===== src/verilog/unified_mem_consts.svh =====
`ifndef UNIFIED_MEM_CONSTS_SVH
`define UNIFIED_MEM_CONSTS_SVH

//////////////////////////////////////////////////
// memory geometry
//////////////////////////////////////////////////
`define UMEM_XLEN       32      // data and address bus width
`define UMEM_ADDR_W     10      // byte address bits in use, 1 KiB
`define UMEM_LANES      4       // bytes per word
`define UMEM_WORD_AW    8       // word address bits, 256 words per bank

//////////////////////////////////////////////////
// func3 access size codes
//////////////////////////////////////////////////
`define UMEM_F3_B       3'd0    // byte, sign extended
`define UMEM_F3_H       3'd1    // halfword, sign extended
`define UMEM_F3_W       3'd2    // full word
`define UMEM_F3_BU      3'd4    // byte, zero extended
`define UMEM_F3_HU      3'd5    // halfword, zero extended

// request sampling edge to response register edge
`define UMEM_LATENCY    3       // one cycle per stage

`endif


===== src/verilog/unified_mem_pkg.sv =====
`include "unified_mem_consts.svh"

package unified_mem_pkg;

        //////////////////////////////////////////////////
        // operation encoding
        //////////////////////////////////////////////////
        typedef enum logic [1:0] {
                OP_FETCH = 2'd0,        // instruction fetch, whole word
                OP_LOAD  = 2'd1,        // data load, sized by func3
                OP_STORE = 2'd2         // data store, sized by func3
        } mem_op_t;

        //////////////////////////////////////////////////
        // external request, 69 bits
        //////////////////////////////////////////////////
        typedef struct packed {
                mem_op_t                op;     // what to do
                logic [2:0]             func3;  // size and sign
                logic [`UMEM_XLEN-1:0]  addr;   // byte address, upper bits ignored
                logic [`UMEM_XLEN-1:0]  wdata;  // store data, right aligned
        } mem_req_t;

        //////////////////////////////////////////////////
        // align stage -> lane banks, 52 bits
        //////////////////////////////////////////////////
        typedef struct packed {
                logic                                   valid;          // item strobe
                mem_op_t                                op;
                logic [2:0]                             func3;
                logic [`UMEM_ADDR_W-`UMEM_WORD_AW-1:0]  offset;         // byte in word
                logic [`UMEM_WORD_AW-1:0]               word_addr;
                logic [`UMEM_LANES-1:0]                 lane_we;        // zero unless store
                logic [`UMEM_XLEN-1:0]                  lane_wdata;     // data already in lanes
        } lane_req_t;

        //////////////////////////////////////////////////
        // lane banks -> load format, 40 bits
        //////////////////////////////////////////////////
        typedef struct packed {
                logic                                   valid;          // item strobe
                mem_op_t                                op;
                logic [2:0]                             func3;
                logic [`UMEM_ADDR_W-`UMEM_WORD_AW-1:0]  offset;
                logic [`UMEM_XLEN-1:0]                  word;           // raw word, little endian
        } lane_rsp_t;

endpackage

===== src/verilog/mem_load_format.sv =====
`include "unified_mem_consts.svh"

module mem_load_format (
        input  logic                            clk,
        input  logic                            rst_n,
        input  unified_mem_pkg::lane_rsp_t      stage2,
        output logic                            resp_valid,
        output logic [`UMEM_XLEN-1:0]           resp_data
);

        logic [`UMEM_ADDR_W-`UMEM_WORD_AW-1:0]  shift_off;      // effective byte offset
        logic [`UMEM_XLEN-1:0]                  shifted;        // addressed data at bit 0
        logic [`UMEM_XLEN-1:0]                  load_data;      // after extension
        logic [`UMEM_XLEN-1:0]                  resp_next;
        logic                                   is_read;        // fetch or load

        //////////////////////////////////////////////////
        // byte select
        //////////////////////////////////////////////////
        always_comb begin
                case (stage2.func3[1:0])
                        2'b10:   shift_off = '0;                                // word
                        2'b01:   shift_off = {stage2.offset[1], 1'b0};          // half, bit 1 only
                        default: shift_off = stage2.offset;                     // byte
                endcase
        end

        assign shifted = stage2.word >> {shift_off, 3'b000};

        //////////////////////////////////////////////////
        // sign / zero extension
        //////////////////////////////////////////////////
        always_comb begin
                case (stage2.func3)
                        `UMEM_F3_B:  load_data = {{24{shifted[7]}}, shifted[7:0]};
                        `UMEM_F3_H:  load_data = {{16{shifted[15]}}, shifted[15:0]};
                        `UMEM_F3_W:  load_data = shifted;
                        `UMEM_F3_BU: load_data = {24'd0, shifted[7:0]};
                        `UMEM_F3_HU: load_data = {16'd0, shifted[15:0]};
                        default:     load_data = '0;                    // unused codes read zero
                endcase
        end

        // a fetch bypasses the formatter entirely
        assign resp_next = (stage2.op == unified_mem_pkg::OP_FETCH) ? stage2.word : load_data;
        assign is_read   = stage2.valid && (stage2.op != unified_mem_pkg::OP_STORE);

        //////////////////////////////////////////////////
        // response register
        //////////////////////////////////////////////////
        always_ff @(posedge clk or negedge rst_n) begin
                if (!rst_n) begin
                        resp_valid <= 1'b0;
                        resp_data  <= '0;
                end else begin
                        resp_valid <= is_read;                  // stores stay silent
                        if (is_read) begin
                                resp_data <= resp_next;         // holds until next read
                        end
                end
        end

endmodule


===== config.mk =====
export PLATFORM = sky130hd
export DESIGN_NAME = mem_load_format
export DESIGN_NICKNAME = d
export VERILOG_FILES = /design/src/verilog/unified_mem_pkg.sv /design/src/verilog/mem_load_format.sv
export VERILOG_INCLUDE_DIRS = /design/src /design/src/verilog
export SDC_FILE = /design/constraint.sdc
export NUM_CORES = 1
export LEC_CHECK = 0
export BUFFER_PORTS_ARGS = -buffer_cell sky130_fd_sc_hd__buf_4
export CAP_MARGIN = 20
export CORE_MARGIN = 5
export CORE_UTILIZATION = 25
export CTS_CLUSTER_DIAMETER = 80
export DETAILED_ROUTE_END_ITERATION = 8
export GPL_TIMING_DRIVEN = 1
export MAX_ROUTING_LAYER = met4
export SKIP_CTS_REPAIR_TIMING = 1
export SLEW_MARGIN = 20
export SYNTH_ARGS = -nofsm -noshare
export SYNTH_HDL_FRONTEND = slang
export SYNTH_SLANG_ARGS = --single-unit

===== constraint.sdc =====
create_clock -name clk -period 1.3 [get_ports clk]
set_clock_uncertainty 0.2 [all_clocks]
set_input_delay 0.065 -clock clk [delete_from_list [all_inputs] [get_ports clk]]
set_output_delay 0.065 -clock clk [all_outputs]
set_load 0.02 [all_outputs]

[After elaboration in Yosys (flattened, before gate mapping)]
Index checks and enable logic that the tools add are counted.
Widths: inputs -> output; s select.
Storage, ports and cells
  bits in latches: 0
  RAM bits: 0
  memories: 0
  register bits: 33
  bits in read-only memories: 0
  output and inout port bits: 33
  logic and storage cells: 16
Operators by class
  divide/modulo/power cells: 0
  muxes and demuxes: 3
  equality and inequality tests: 7
  reduce and logical (&&, ||, !) cells: 3
  magnitude comparators: 0
  bitwise logic cells: 0
  shift operators: 1
  $mul: 0
  add/subtract/negate cells: 0
Operators with widths (count)
  $pmux 32 s5: 1
  $mux 32: 1
  $shr 32x5->32: 1
  $eq 3x3->1 const B: 2
  $pmux 2 s2: 1
  $eq 3x1->1 const B: 1
  $eq 3x2->1 const B: 1
  $logic_not 3->1: 1
  $eq 2x1->1 const B: 1
  $eq 2x2->1 const B: 1
  $logic_not 2->1: 1
  $ne 2x2->1 const B: 1
  $logic_and 1x1->1: 1

[Logic depth before layout (Yosys ltp)]
  depth in word-level cells: 5
  mapped depth: 9

[Worst setup path before layout]
Ideal clock, no wire load.
  path kind: in2reg
  from: input port stage2[34] in the netlist's numbering
  to: register resp_data[30]
  library setup time: 0.146 ns
  setup slack: -0.843 ns
  required time: 0.954 ns
  path buffers: 2
  data arrival time: 1.797 ns
  cell stages on the path: 9
  cell sequence: inv_1 ha_1 nand2b_1 buf_6 a2111oi_2 nor4b_4 and3b_1 buf_6 a221oi_2
Between the ends
  longest elaborated chain between the ends: 5
  elaborated cells on any way between the ends: 11
Ends and longest elaborated chain
  start: declaration: line mem_load_format.sv:6  | input unified_mem_pkg::lane_rsp_t stage2,
  $eq 2x1->1 / $eq 2x2->1 (equally long branches): line mem_load_format.sv:21  | case (stage2.func3[1:0])
  $pmux 2 s2: line mem_load_format.sv:21
  $shr 32x5->32: line mem_load_format.sv:28  | assign shifted = stage2.word >> {shift_off, 3'b000};
  $pmux 32 s5 (*): line mem_load_format.sv:34  | case (stage2.func3)
  $mux 32 (*): line mem_load_format.sv:45  | assign resp_next = (stage2.op == unified_mem_pkg::OP_FETCH) ? stage2.word : load_data;
  end signal: assignment: line mem_load_format.sv:58  | resp_data <= resp_next;
  end: declaration: line mem_load_format.sv:8  | output logic [`UMEM_XLEN-1:0] resp_data
Every way passes the cells marked *; elsewhere a longest branch is shown, timed or not.
A chain may end at the register's enable or synchronous reset.

[Worst setup path in the final report]
  from: input port stage2[34] in the netlist's numbering
  to: register resp_data[27]
The elaborated chain is that of the path after synthesis.

==> run summary <==
Drt pass-1 iters: 4
Die ar.: 11300 um^2
Largest stage delay, worst path: 0.44 ns
Post-synthesis adder-cell area fraction: 1.62%
1st-iter DRT viols: 167
CTS Buffer Depth: 2
Largest area contributor in the synthesized netlist: dfrtp_1
Crit path launch type: input pin
Hold_sp: stage2[22]
Placed Instances: 470
Clock root cell: clkbuf_8
Compound-cell area share of the yosys netlist: 31.5%
GRT Residual Overflow: 0
Ranking of synthesized cells by area: dfrtp_1 36%, mux4_2 6.8%, a31oi_1 6.5%, a221oi_2 5.8%, nand2_1 4.9%
Pin count of the biggest net entering global routing: 38
Area share of the leading cell type in the synthesized netlist: 35.6%
Die width: 106 um
CP Max Fanout: 8
P&R area growth vs syn: 65.9%
Most frequent cells in the layout: 115 x buf_4, 33 x dfrtp_1, 29 x nand2_1
Initial antenna violation count: 0
First-pass GRT wire length: 13600 um
Clk pwr share: 22.2%
Setup TNS: -11.67 ns
Hold path cells: 3
Combinational Power Share: 43.5%
CP Cell Sequence: buf_12, inv_12, ha_4, nand2b_4, a2111oi_4, nor4b_4, and3b_4, a221oi_2
Num ports: 75
Number of endpoints failing setup at the final stage: 32
Input/output buffers: 74
Syn Inst Count: 264
Crit path capture type: flop
CP Capture Point: resp_data[27]
Drt total wl: 8920 um
Yosys reg bits: 33
FF-to-FF path depth: 3
Final ANT Viol Nets: 0
Flop-to-flop setup slack: 0.22 ns
R2r startpoint: resp_data[9]
Mux share of post-synthesis cell area: 6.80%
Min-delay worst type: input pin to flop
Synth Area in XOR/XNOR: 0%
Die height: 106 um
Cell internal pwr: 0.00237 W
Reg power frac: 34.3%
Final worst setup slack: -0.458 ns
Synth Net Count: 309
Critical path depth: 8
Commonest non-fill, non-tap cell in the layout: buf_4
Clock sink count: 33
Max Cap Viol: 0
Fin crit period: 1.76 ns
Worst rel slew slack: 69.7%
Mapped Area: 2320 um^2
RSZ-0062 raised after global routing: yes
Setup CP Type: input pin to flop
Achievable Freq: 569 MHz
Clk slew on worst S/H paths: 0.08 ns
WP buf/inv: 2
Crit-path slowest cell: a2111oi_4
Hpwl dp: 6620 um
Failing checks: hold timing, setup timing
Worst-Skew Late Latency: 0.29 ns
Sw frac: 35.8%
Fraction of the mapped netlist area in simple logic gates: 19.0%
Hold_ws: -0.0566 ns
Warnings from Yosys: 0
PD cells: 959 nW/um^2
# DRC: 0
Seq/Total Area, Yosys: 35.6%
CTS Buf Count: 5
CTS tree: built
ANT cells: 0
Critical Path Start: stage2[34]
Initial Util: 25.3%
Run status: complete, but fails checks
Vias/cell: 5.27
Overall routing resource usage: 15.5%
Nets@finish: 433
Design area: 3850 um^2
Finished Layout Cells: 499
Htree depth: 2
Avg WL per Cell: 17.9 um
Placed cell areas: 3380 um^2
Max VDD drop: 493 uV
Vias: 2632
P_leak: 1.69 nW
Vias in the first global route: 2483
Fin. Hold Viols: 3
End-of-flow core utilization: 42.1%
Fraction of layout cells with a size suffix above 1: 45.9%
NetSw: 0.00132 W
Worst-Margin Slew: 0.455 ns
Std cell rows: 35
Core box area: 9150 um^2
CP required: 1.26 ns
Critical Path AT: 1.72 ns
Mean Syn Cell Area: 8.79 um^2
R2r endpoint: resp_data[9]
RD Place Congestion: 0.826
CP top delay family: simple AND/OR/NAND/NOR gates
Synth unique cells: 34
Final worst path period share: 135%
Largest family of logic cells by synthesized area: compound AO/OA/AOI/OAI gates
Slew Limit Fails: 0
flip-flops by register name, indices dropped and copies added, names as in the netlist:
register,count
resp_valid,1
resp_data,32
synthesized netlist by cell type:
cell,n
a2111oi_2,1
nand3_1,15
a31o_2,1
a21boi_0,1
nand2_1,30
nor2b_1,10
clkbuf_1,15
and3b_1,3
buf_2,3
inv_1,4
buf_1,3
dfrtp_1,33
a221oi_2,9
nor4_1,1
ha_1,3
o21ai_0,16
buf_4,1
a21o_1,9
nor3_1,1
o31a_1,1
nor2_1,20
o22ai_1,8
a21oi_1,19
mux4_2,7
or2_2,1
a22oi_1,14
nor4b_4,1
o21bai_1,1
and3_1,1
nand2b_1,2
and2b_1,3
buf_6,2
nand4_1,1
a31oi_1,24
through the flow:
stage          total power [W]  worst slack [ns]
2_1_floorplan          0.00204            -0.715
6_report               0.00369            -0.458
3_5_place_dp           0.00273            -0.816
5_1_grt                0.00390            -0.511
3_3_place_gp           0.00271            -0.746
4_1_cts                0.00356            -0.514
routing by layer:
layer  GRT usage (%)  wire (um)  vias to the layer above
li1                -          -                     1241
met2            23.0       4180                      104
met1            21.6       4090                     1273
met5               -          0                        -
met3            3.10        484                       14
met4            4.07        164                        0
how the worst min path moves through the flow:
stage,endpoint,slack (ns)
finish,resp_data[22],-0.06
global placement,resp_data[25],-0.16
CTS,resp_data[31],-0.47
floorplan,resp_data[0],-0.43
global route,resp_data[22],0.002
detailed placement,resp_data[31],-0.15
layout make-up:
| class | instances | area, um^2 |
|---|---|---|
| well taps | 111 | 139 |
| multi-input cells | 203 | 1560 |
| inverters | 4 | 40.0 |
| flip-flops and latches | 33 | 826 |
| clock buffers | 7 | 86.3 |
| fillers | 909 | 5300 |
| repair buffers | 141 | 1200 |
tightest hold or removal path, stage by stage:
cell and delay, ns:
buf_4 0.11, a22oi_1 0.06, a31oi_1 0.16
power by group through the flow:
stage	Clock (W)	Combinational [W]	Sequential [W]
final	0.000819	0.00161	0.00127
after detailed placement	0	0.00145	0.00129
after global routing	0.000884	0.00173	0.00129
after floorplan	0	0.000595	0.00145
after CTS	0.000837	0.00145	0.00127
after global placement	0	0.00143	0.00128
logic make-up after synthesis:
family,Yosys count
compound gates,104
flops,33
fa+ha+maj,3
buf+inv,28
simple gates,89
mux,7
Power figures use the tool's default switching activity.
