**config.mk**
```make
export PLATFORM = sky130hd
export DESIGN_NAME = mem_req_align
export DESIGN_NICKNAME = d
export VERILOG_FILES = /design/src/verilog/unified_mem_pkg.sv /design/src/verilog/mem_req_align.sv
export VERILOG_INCLUDE_DIRS = /design/src /design/src/verilog
export SDC_FILE = /design/constraint.sdc
export NUM_CORES = 1
export LEC_CHECK = 0
export BUFFER_PORTS_ARGS = -buffer_cell sky130_fd_sc_hd__buf_2
export CELL_PAD_IN_SITES_DETAIL_PLACEMENT = 1
export CELL_PAD_IN_SITES_GLOBAL_PLACEMENT = 2
export CORE_ASPECT_RATIO = 0.8
export CORE_MARGIN = 3
export CORE_UTILIZATION = 26
export CTS_BUF_LIST = sky130_fd_sc_hd__clkbuf_4 sky130_fd_sc_hd__clkbuf_8
export CTS_CLUSTER_DIAMETER = 100
export DETAILED_ROUTE_END_ITERATION = 8
export PLACE_DENSITY = 0.86
export SLEW_MARGIN = 20
export SYNTH_ARGS = -nofsm -noshare
export SYNTH_HDL_FRONTEND = slang
export SYNTH_SLANG_ARGS = --single-unit
export TNS_END_PERCENT = 1
```
**constraint.sdc**
```tcl
create_clock -name clk -period 0.8 [get_ports clk]
set_input_delay 0 -clock clk [delete_from_list [all_inputs] [get_ports clk]]
set_output_delay 0 -clock clk [all_outputs]
set_load 0.02 [all_outputs]
```
**src/verilog/unified_mem_consts.svh**
```systemverilog
`ifndef UNIFIED_MEM_CONSTS_SVH
`define UNIFIED_MEM_CONSTS_SVH

//////////////////////////////////////////////////
// memory geometry
//////////////////////////////////////////////////
`define UMEM_XLEN       32      // data and address bus width
`define UMEM_ADDR_W     10      // byte address bits in use, 1 KiB
`define UMEM_LANES      4       // bytes per word
`define UMEM_WORD_AW    8       // word address bits, 256 words per bank

//////////////////////////////////////////////////
// func3 access size codes
//////////////////////////////////////////////////
`define UMEM_F3_B       3'd0    // byte, sign extended
`define UMEM_F3_H       3'd1    // halfword, sign extended
`define UMEM_F3_W       3'd2    // full word
`define UMEM_F3_BU      3'd4    // byte, zero extended
`define UMEM_F3_HU      3'd5    // halfword, zero extended

// request sampling edge to response register edge
`define UMEM_LATENCY    3       // one cycle per stage

`endif

```
**src/verilog/unified_mem_pkg.sv**
```systemverilog
`include "unified_mem_consts.svh"

package unified_mem_pkg;

        //////////////////////////////////////////////////
        // operation encoding
        //////////////////////////////////////////////////
        typedef enum logic [1:0] {
                OP_FETCH = 2'd0,        // instruction fetch, whole word
                OP_LOAD  = 2'd1,        // data load, sized by func3
                OP_STORE = 2'd2         // data store, sized by func3
        } mem_op_t;

        //////////////////////////////////////////////////
        // external request, 69 bits
        //////////////////////////////////////////////////
        typedef struct packed {
                mem_op_t                op;     // what to do
                logic [2:0]             func3;  // size and sign
                logic [`UMEM_XLEN-1:0]  addr;   // byte address, upper bits ignored
                logic [`UMEM_XLEN-1:0]  wdata;  // store data, right aligned
        } mem_req_t;

        //////////////////////////////////////////////////
        // align stage -> lane banks, 52 bits
        //////////////////////////////////////////////////
        typedef struct packed {
                logic                                   valid;          // item strobe
                mem_op_t                                op;
                logic [2:0]                             func3;
                logic [`UMEM_ADDR_W-`UMEM_WORD_AW-1:0]  offset;         // byte in word
                logic [`UMEM_WORD_AW-1:0]               word_addr;
                logic [`UMEM_LANES-1:0]                 lane_we;        // zero unless store
                logic [`UMEM_XLEN-1:0]                  lane_wdata;     // data already in lanes
        } lane_req_t;

        //////////////////////////////////////////////////
        // lane banks -> load format, 40 bits
        //////////////////////////////////////////////////
        typedef struct packed {
                logic                                   valid;          // item strobe
                mem_op_t                                op;
                logic [2:0]                             func3;
                logic [`UMEM_ADDR_W-`UMEM_WORD_AW-1:0]  offset;
                logic [`UMEM_XLEN-1:0]                  word;           // raw word, little endian
        } lane_rsp_t;

endpackage
```
**src/verilog/mem_req_align.sv**
```systemverilog
`include "unified_mem_consts.svh"

module mem_req_align (
        input  logic                            clk,
        input  logic                            rst_n,
        input  logic                            req_valid,
        input  unified_mem_pkg::mem_req_t       req,
        output unified_mem_pkg::lane_req_t      stage1
);

        logic [`UMEM_ADDR_W-1:0]                byte_addr;      // aliased low address bits
        logic [`UMEM_ADDR_W-`UMEM_WORD_AW-1:0]  offset;         // byte within word
        logic                                   is_store;
        logic [`UMEM_LANES-1:0]                 lane_we;
        logic [`UMEM_XLEN-1:0]                  lane_wdata;

        // registered copy of the stage
        logic                                   valid_q;
        unified_mem_pkg::mem_op_t               op_q;
        logic [2:0]                             func3_q;
        logic [`UMEM_ADDR_W-`UMEM_WORD_AW-1:0]  offset_q;
        logic [`UMEM_WORD_AW-1:0]               word_addr_q;
        logic [`UMEM_LANES-1:0]                 lane_we_q;
        logic [`UMEM_XLEN-1:0]                  lane_wdata_q;

        //////////////////////////////////////////////////
        // address split and lane steering
        //////////////////////////////////////////////////
        assign byte_addr = req.addr[`UMEM_ADDR_W-1:0];                  // bits above 9 alias
        assign offset    = byte_addr[`UMEM_ADDR_W-`UMEM_WORD_AW-1:0];
        assign is_store  = (req.op == unified_mem_pkg::OP_STORE);

        always_comb begin
                lane_we    = '0;                                        // fetch and load
                lane_wdata = '0;
                if (is_store) begin
                        case (req.func3)
                                `UMEM_F3_H: begin
                                        // bit 0 dropped, bit 1 picks the half
                                        lane_we    = 4'b0011 << {offset[1], 1'b0};
                                        lane_wdata = `UMEM_XLEN'(req.wdata[15:0]) << {offset[1], 4'b0000};
                                end
                                `UMEM_F3_W: begin
                                        lane_we    = '1;                // all lanes, offset ignored
                                        lane_wdata = req.wdata;
                                end
                                default: begin                          // sb, and any odd code
                                        lane_we    = 4'b0001 << offset;
                                        lane_wdata = `UMEM_XLEN'(req.wdata[7:0]) << {offset, 3'b000};
                                end
                        endcase
                end
        end

        //////////////////////////////////////////////////
        // stage register
        //////////////////////////////////////////////////
        always_ff @(posedge clk or negedge rst_n) begin
                if (!rst_n) begin
                        valid_q   <= 1'b0;
                        op_q      <= unified_mem_pkg::OP_FETCH;
                        lane_we_q <= '0;                                // no stray write after reset
                end else begin
                        valid_q <= req_valid;                           // one cycle strobe
                        if (req_valid) begin
                                op_q      <= req.op;
                                lane_we_q <= lane_we;
                        end
                end
        end

        always_ff @(posedge clk) begin
                if (req_valid) begin                                    // payload only
                        func3_q      <= req.func3;
                        offset_q     <= offset;
                        word_addr_q  <= byte_addr[`UMEM_ADDR_W-1 -: `UMEM_WORD_AW];
                        lane_wdata_q <= lane_wdata;
                end
        end

        assign stage1 = '{valid: valid_q, op: op_q, func3: func3_q, offset: offset_q,
                          word_addr: word_addr_q, lane_we: lane_we_q, lane_wdata: lane_wdata_q};

endmodule

```
# Word-level counts from Yosys, hierarchy flattened
# Cells that the tools add are included.
[classes]
n_eq_ne = 3
shifts = 4
n_mux = 3
[op_table]
columns = ["cell", "n"]
rows = [
  ["$pmux 32 s2", 1],
  ["$shl 16x5->32", 1],
  ["$shl 8x5->32", 1],
  ["$pmux 4 s2", 1],
  ["$mux 4", 1],
  ["$shl 1x2->4 const A", 1],
  ["$shl 2x2->4 const A", 1],
  ["$eq 3x1->1 const B", 1],
  ["$eq 3x2->1 const B", 1],
  ["$eq 2x2->1 const B", 1],
]
[totals]
register_bits = 52
inputBits = 72
output_inout_bits = 52

# Depth between registers and ports, before layout
[logic_depth]
word_depth = 3
depth_mapped = 5
depth_no_buf = 3

# Least setup slack after synthesis
# OpenSTA, ideal clock, no wires.
[synth_path]
path_kind = "input to register"
startpoint = "in req[65] (netlist name)"
endpoint = "reg lane_wdata_q[0] (data pin)"
setup_ps = 132
t_arrival_ps = 913
path_slack_ps = -245
path_stages = 3
path_buffers = 0
cell_sequence = "or3b_4 -> a311oi_4 -> and2_1"
[synth_between]
elab_chain_len = 2
elab_cells_between_ends = 3
classes_between = "2 x eq/ne; 1 x mux"
[synth_lines]
columns = ["item", "line", "text"]
rows = [
  ["start, declared", "mem_req_align.sv:7", "input unified_mem_pkg::mem_req_t req,"],
  ["$eq 3x2->1 or $eq 3x1->1 (tied branches)", "mem_req_align.sv:37", "case (req.func3)"],
  ["$pmux 32 s2 (*)", "mem_req_align.sv:37", ""],
  ["end signal, assigned", "mem_req_align.sv:77", "lane_wdata_q <= lane_wdata;"],
  ["end, declared", "mem_req_align.sv:24", "logic [`UMEM_XLEN-1:0] lane_wdata_q;"],
]
# Mark *: on every way between the ends. The rest lies on a longest branch, timed or not.
# A chain may end at the register's enable or synchronous reset.

# Final worst setup path
[layout_path]
startpoint = "in req[33] (netlist name)"
endpoint = "reg lane_wdata_q[5] (data pin)"
[layout_between]
elab_chain_len = 2
elab_cells_between_ends = 3
classes_between = "2 x shift; 1 x mux"
[layout_lines]
columns = ["item", "line"]
rows = [
  ["$shl 16x5->32 (no source line) or $shl 8x5->32 (tied branches)", "--"],
  ["$pmux 32 s2 (*)", "mem_req_align.sv:37"],
]
# Marked as above.

==> impl_summary.log <==
[metrics] result of the run: finished, violations left
[metrics] violations in the final reports: setup timing
[metrics] count of placed standard cells in the final layout, fillers left out: 422
[metrics] Final Hold Violating Endpoints: 0
[metrics] number of inserted filler cells in the final layout: slightly below 1,000
[metrics] fraction of layout instances using a drive strength above 1: 0.474
[metrics] routability-driven placement congestion ratio: roughly 0.77
[metrics] number of remaining DRC errors: 0
[metrics] Final period util: 1.19
[metrics] required time at the endpoint of the critical path: slightly below 1000 ps
[metrics] count of cell types in the netlist: 33
[metrics] root buffer cell: clkbuf_8
[metrics] Iter 0 DRT Violations: approximately 120
[metrics] routed wirelength normalized by instance count: between 15 and 20 um
[metrics] chip width: around 110 um
[metrics] Worst path max stage delay: 410 ps
[metrics] type of the tightest min-delay check: in2reg
[metrics] via count: roughly 2,100
[metrics] most repeated cell in the gate-level netlist after synthesis: edfxtp_1
[metrics] Inserted Clock Buffers: 5
[metrics] maximum fanout count along the critical path: 8
[metrics] met1 global-route usage: 0.203
[metrics] Setup violations, final: 69
[metrics] Final ANT Viol Nets: 0
[metrics] count of clock tree sinks: 52
[metrics] total half-perimeter wirelength after legalization and detailed placement: around 5.8 mm
[metrics] core box area: about 8800 um^2
[metrics] top cell type's share of synthesized area: 0.558
[metrics] area of the mapped netlist: 2420 um^2
[metrics] number of port buffers: between 100 and 150
[metrics] post-detailed-route via-to-cell ratio: approximately 5
[metrics] portion of the post-synthesis area used by sequential elements: 0.630
[metrics] global routing usage summed across all routing layers: 0.152
[metrics] top cells by instance count after synthesis: 45 x edfxtp_1, 11 x a22o_1, 11 x o22ai_1
[metrics] clock latency of the later-clocked register in the worst-skew pair: 310 ps
[metrics] synthesized area per cell: 13.6 um^2
[metrics] Die Outline Area: roughly 11,000 um^2
[metrics] vias in the first global route: between 2,000 and 2,500
[metrics] cell with the largest stage delay on the worst path: or3b_4
[metrics] achievable clock frequency: approximately 1100 MHz
[metrics] Async SR Flop Fraction: 0.135
[metrics] total chip power: between 5 and 6 mW
[metrics] gr busiest metal: met2
[metrics] global-route wire length before repair: about 12 mm
[metrics] clock slew seen by the registers of the worst setup and hold paths: roughly 100 ps
[metrics] syn nets: 250
[metrics] family with the most delay on the worst path: simple AND/OR/NAND/NOR gates
[metrics] slew at the pin with the worst max-slew slack: just under 300 ps
[metrics] Post-synth EDFFs: 45
[metrics] GRT met3 Usage: 0.0457
[metrics] instance count of the mapped netlist: 178
[metrics] crit path cell chain: buf_8, or3b_4, a311oi_4, buf_6, and2_4
[metrics] IO Count: between 100 and 150
[metrics] max-cap violation count: 0
[metrics] final worst path period need: around 950 ps
[metrics] Post-Place Cells: around 400
[metrics] skew final: 0 ps
[metrics] final critical-path setup slack: -149 ps
[metrics] wire length after detailed routing: between 8 and 9 mm
[metrics] Initial Utilization: 0.276
[metrics] initial antenna violation count: 0
[metrics] P&R area growth vs syn: 46.1%
[metrics] worst IR drop on VDD: between 600 and 700 uV
[metrics] TritonCTS clock tree: built
[metrics] Arrival @ worst endpoint: between 1000 and 1500 ps
[metrics] post-route setup TNS: -4940 ps
[metrics] cell type with the largest total area after synthesis: edfxtp_1
[metrics] number of buffers on the longest clock path: 2
[metrics] GR Layer Usage met2: 0.246
[metrics] Setup crit end kind: register
[metrics] grt total ovfl: 0
[metrics] max-slew headroom at the worst pin: 0.805
[metrics] Vert. Die Dim: 92.3 um
[metrics] router iterations before antenna repair: 4
[metrics] most used flip-flop cell after synthesis: edfxtp_1
[metrics] number of levels in the clock H-tree: 2
[metrics] flip-flop and latch count after synthesis: 52
[metrics] number of nets in the layout: 381
[metrics] sum of buffers and inverters on the critical path: 2
[metrics] number of antenna cells inserted: 0
[metrics] unrepaired setup endpoints after global routing: yes
[metrics] max-slew violation count: 0
[metrics] type of origin of the critical path: input pin
[metrics] kind of critical path: in2reg
[metrics] cell area power density: around 1700 nW/um^2
[metrics] largest net degree at the start of global routing: around 40
[metrics] row count: 30
[metrics] leakage power summed over all cells: between 1 and 1.5 nW
[metrics] warnings from Yosys: 0
[metrics] ranking of synthesized cells by area: edfxtp_1 56%, dfrtp_1 7.2%, a22o_1 4.0%
cells by family after synthesis:
family | Yosys count | synth area share
compound gates | 59 | 0.196
flops | 52 | 0.630
simple gates | 44 | 0.122
buf+inv | 19 | 0.0336
mux | 3 | 0.0140
xor+xnor | 1 | 0.00362
flip-flops by register name, indices dropped and copies added (netlist names):
signal and cells:
lane_wdata_q 32, word_addr_q 8, lane_we_q 4, func3_q 3, offset_q 2, op_q 2, valid_q 1
per-layer routing:
metal	share of wire	up-vias
met1	0.46	1039
met2	0.46	86
met3	0.069	9
li1	-	980
met5	0	-
met4	0.013	0
metrics by stage:
step	setup slack [ps]	util	hold WS, ps	cell area [um^2]
5_1_grt	-161	0.403	4.35	3540
6_report	-149	0.403	10.1	3540
4_1_cts	-176	0.396	4.94	3480
3_5_place_dp	-619	0.363	-159	3190
3_3_place_gp	-485	0.363	-165	3190
2_1_floorplan	-245	-	-296	2420
layout by cell type (no fill, tap or decap), types with 2 or more instances in the layout:
master and instances:
dlygate4sd3_1 16, o2111ai_1 7, a21oi_1 8, buf_12 2
dfrtp_1 7, nor2b_4 2, mux2_1 2, clkinvlp_4 2
nand2_1 8, a21o_1 8, or3b_4 2, o22ai_1 11
nand3b_1 8, and2_4 4, and2_1 4, buf_2 95
buf_4 19, edfxtp_1 45, buf_6 7, a22o_1 11
inv_1 2, nand2b_1 2, a32oi_1 8, nand4b_1 8
nor3_1 2, clkbuf_8 5
layout make-up:
| type | count | area [um^2] | area share |
|---|---|---|---|
| Sequential cell | 52 | 1530 | 0.432 |
| Timing Repair Buffer | 140 | 912 | 0.258 |
| Multi-Input combinational cell | 107 | 860 | 0.243 |
| Tap cell | 112 | 140 | 0.0396 |
| Clock buffer | 5 | 68.8 | 0.0195 |
| Clock inverter | 3 | 18.8 | 0.00531 |
| Inverter | 3 | 11.3 | 0.00318 |
path summary, 6_finish.rpt:
| check | from | endpoint | slack, ps | cells past startpoint |
|---|---|---|---|---|
| max in group asynchronous | rst_n | op_q[1] | 620 | 2 |
| max | req[33] | lane_wdata_q[5] | -150 | 5 |
| max reg2reg | lane_we_q[0] | lane_we_q[0] | 10 | 1 |
| min reg2reg | op_q[1] | op_q[1] | 500 | 1 |
| min in group asynchronous | rst_n | valid_q | 30 | 2 |
| min | req[15] | lane_wdata_q[15] | 10 | 2 |
report_power, final:
part           switching [mW]  internal (mW)
sequential             0.0591           3.14
combinational           0.725          0.512
clock                   0.930          0.607
timing repair:
action,in CTS,in global routing
hold endpoints to repair,22,0
buffers inserted,1,0
gates resized for setup,11,16
setup endpoints to repair,82,87
hold buffers,16,0
pin swaps,11,3
(Power assumes the default switching activity.)
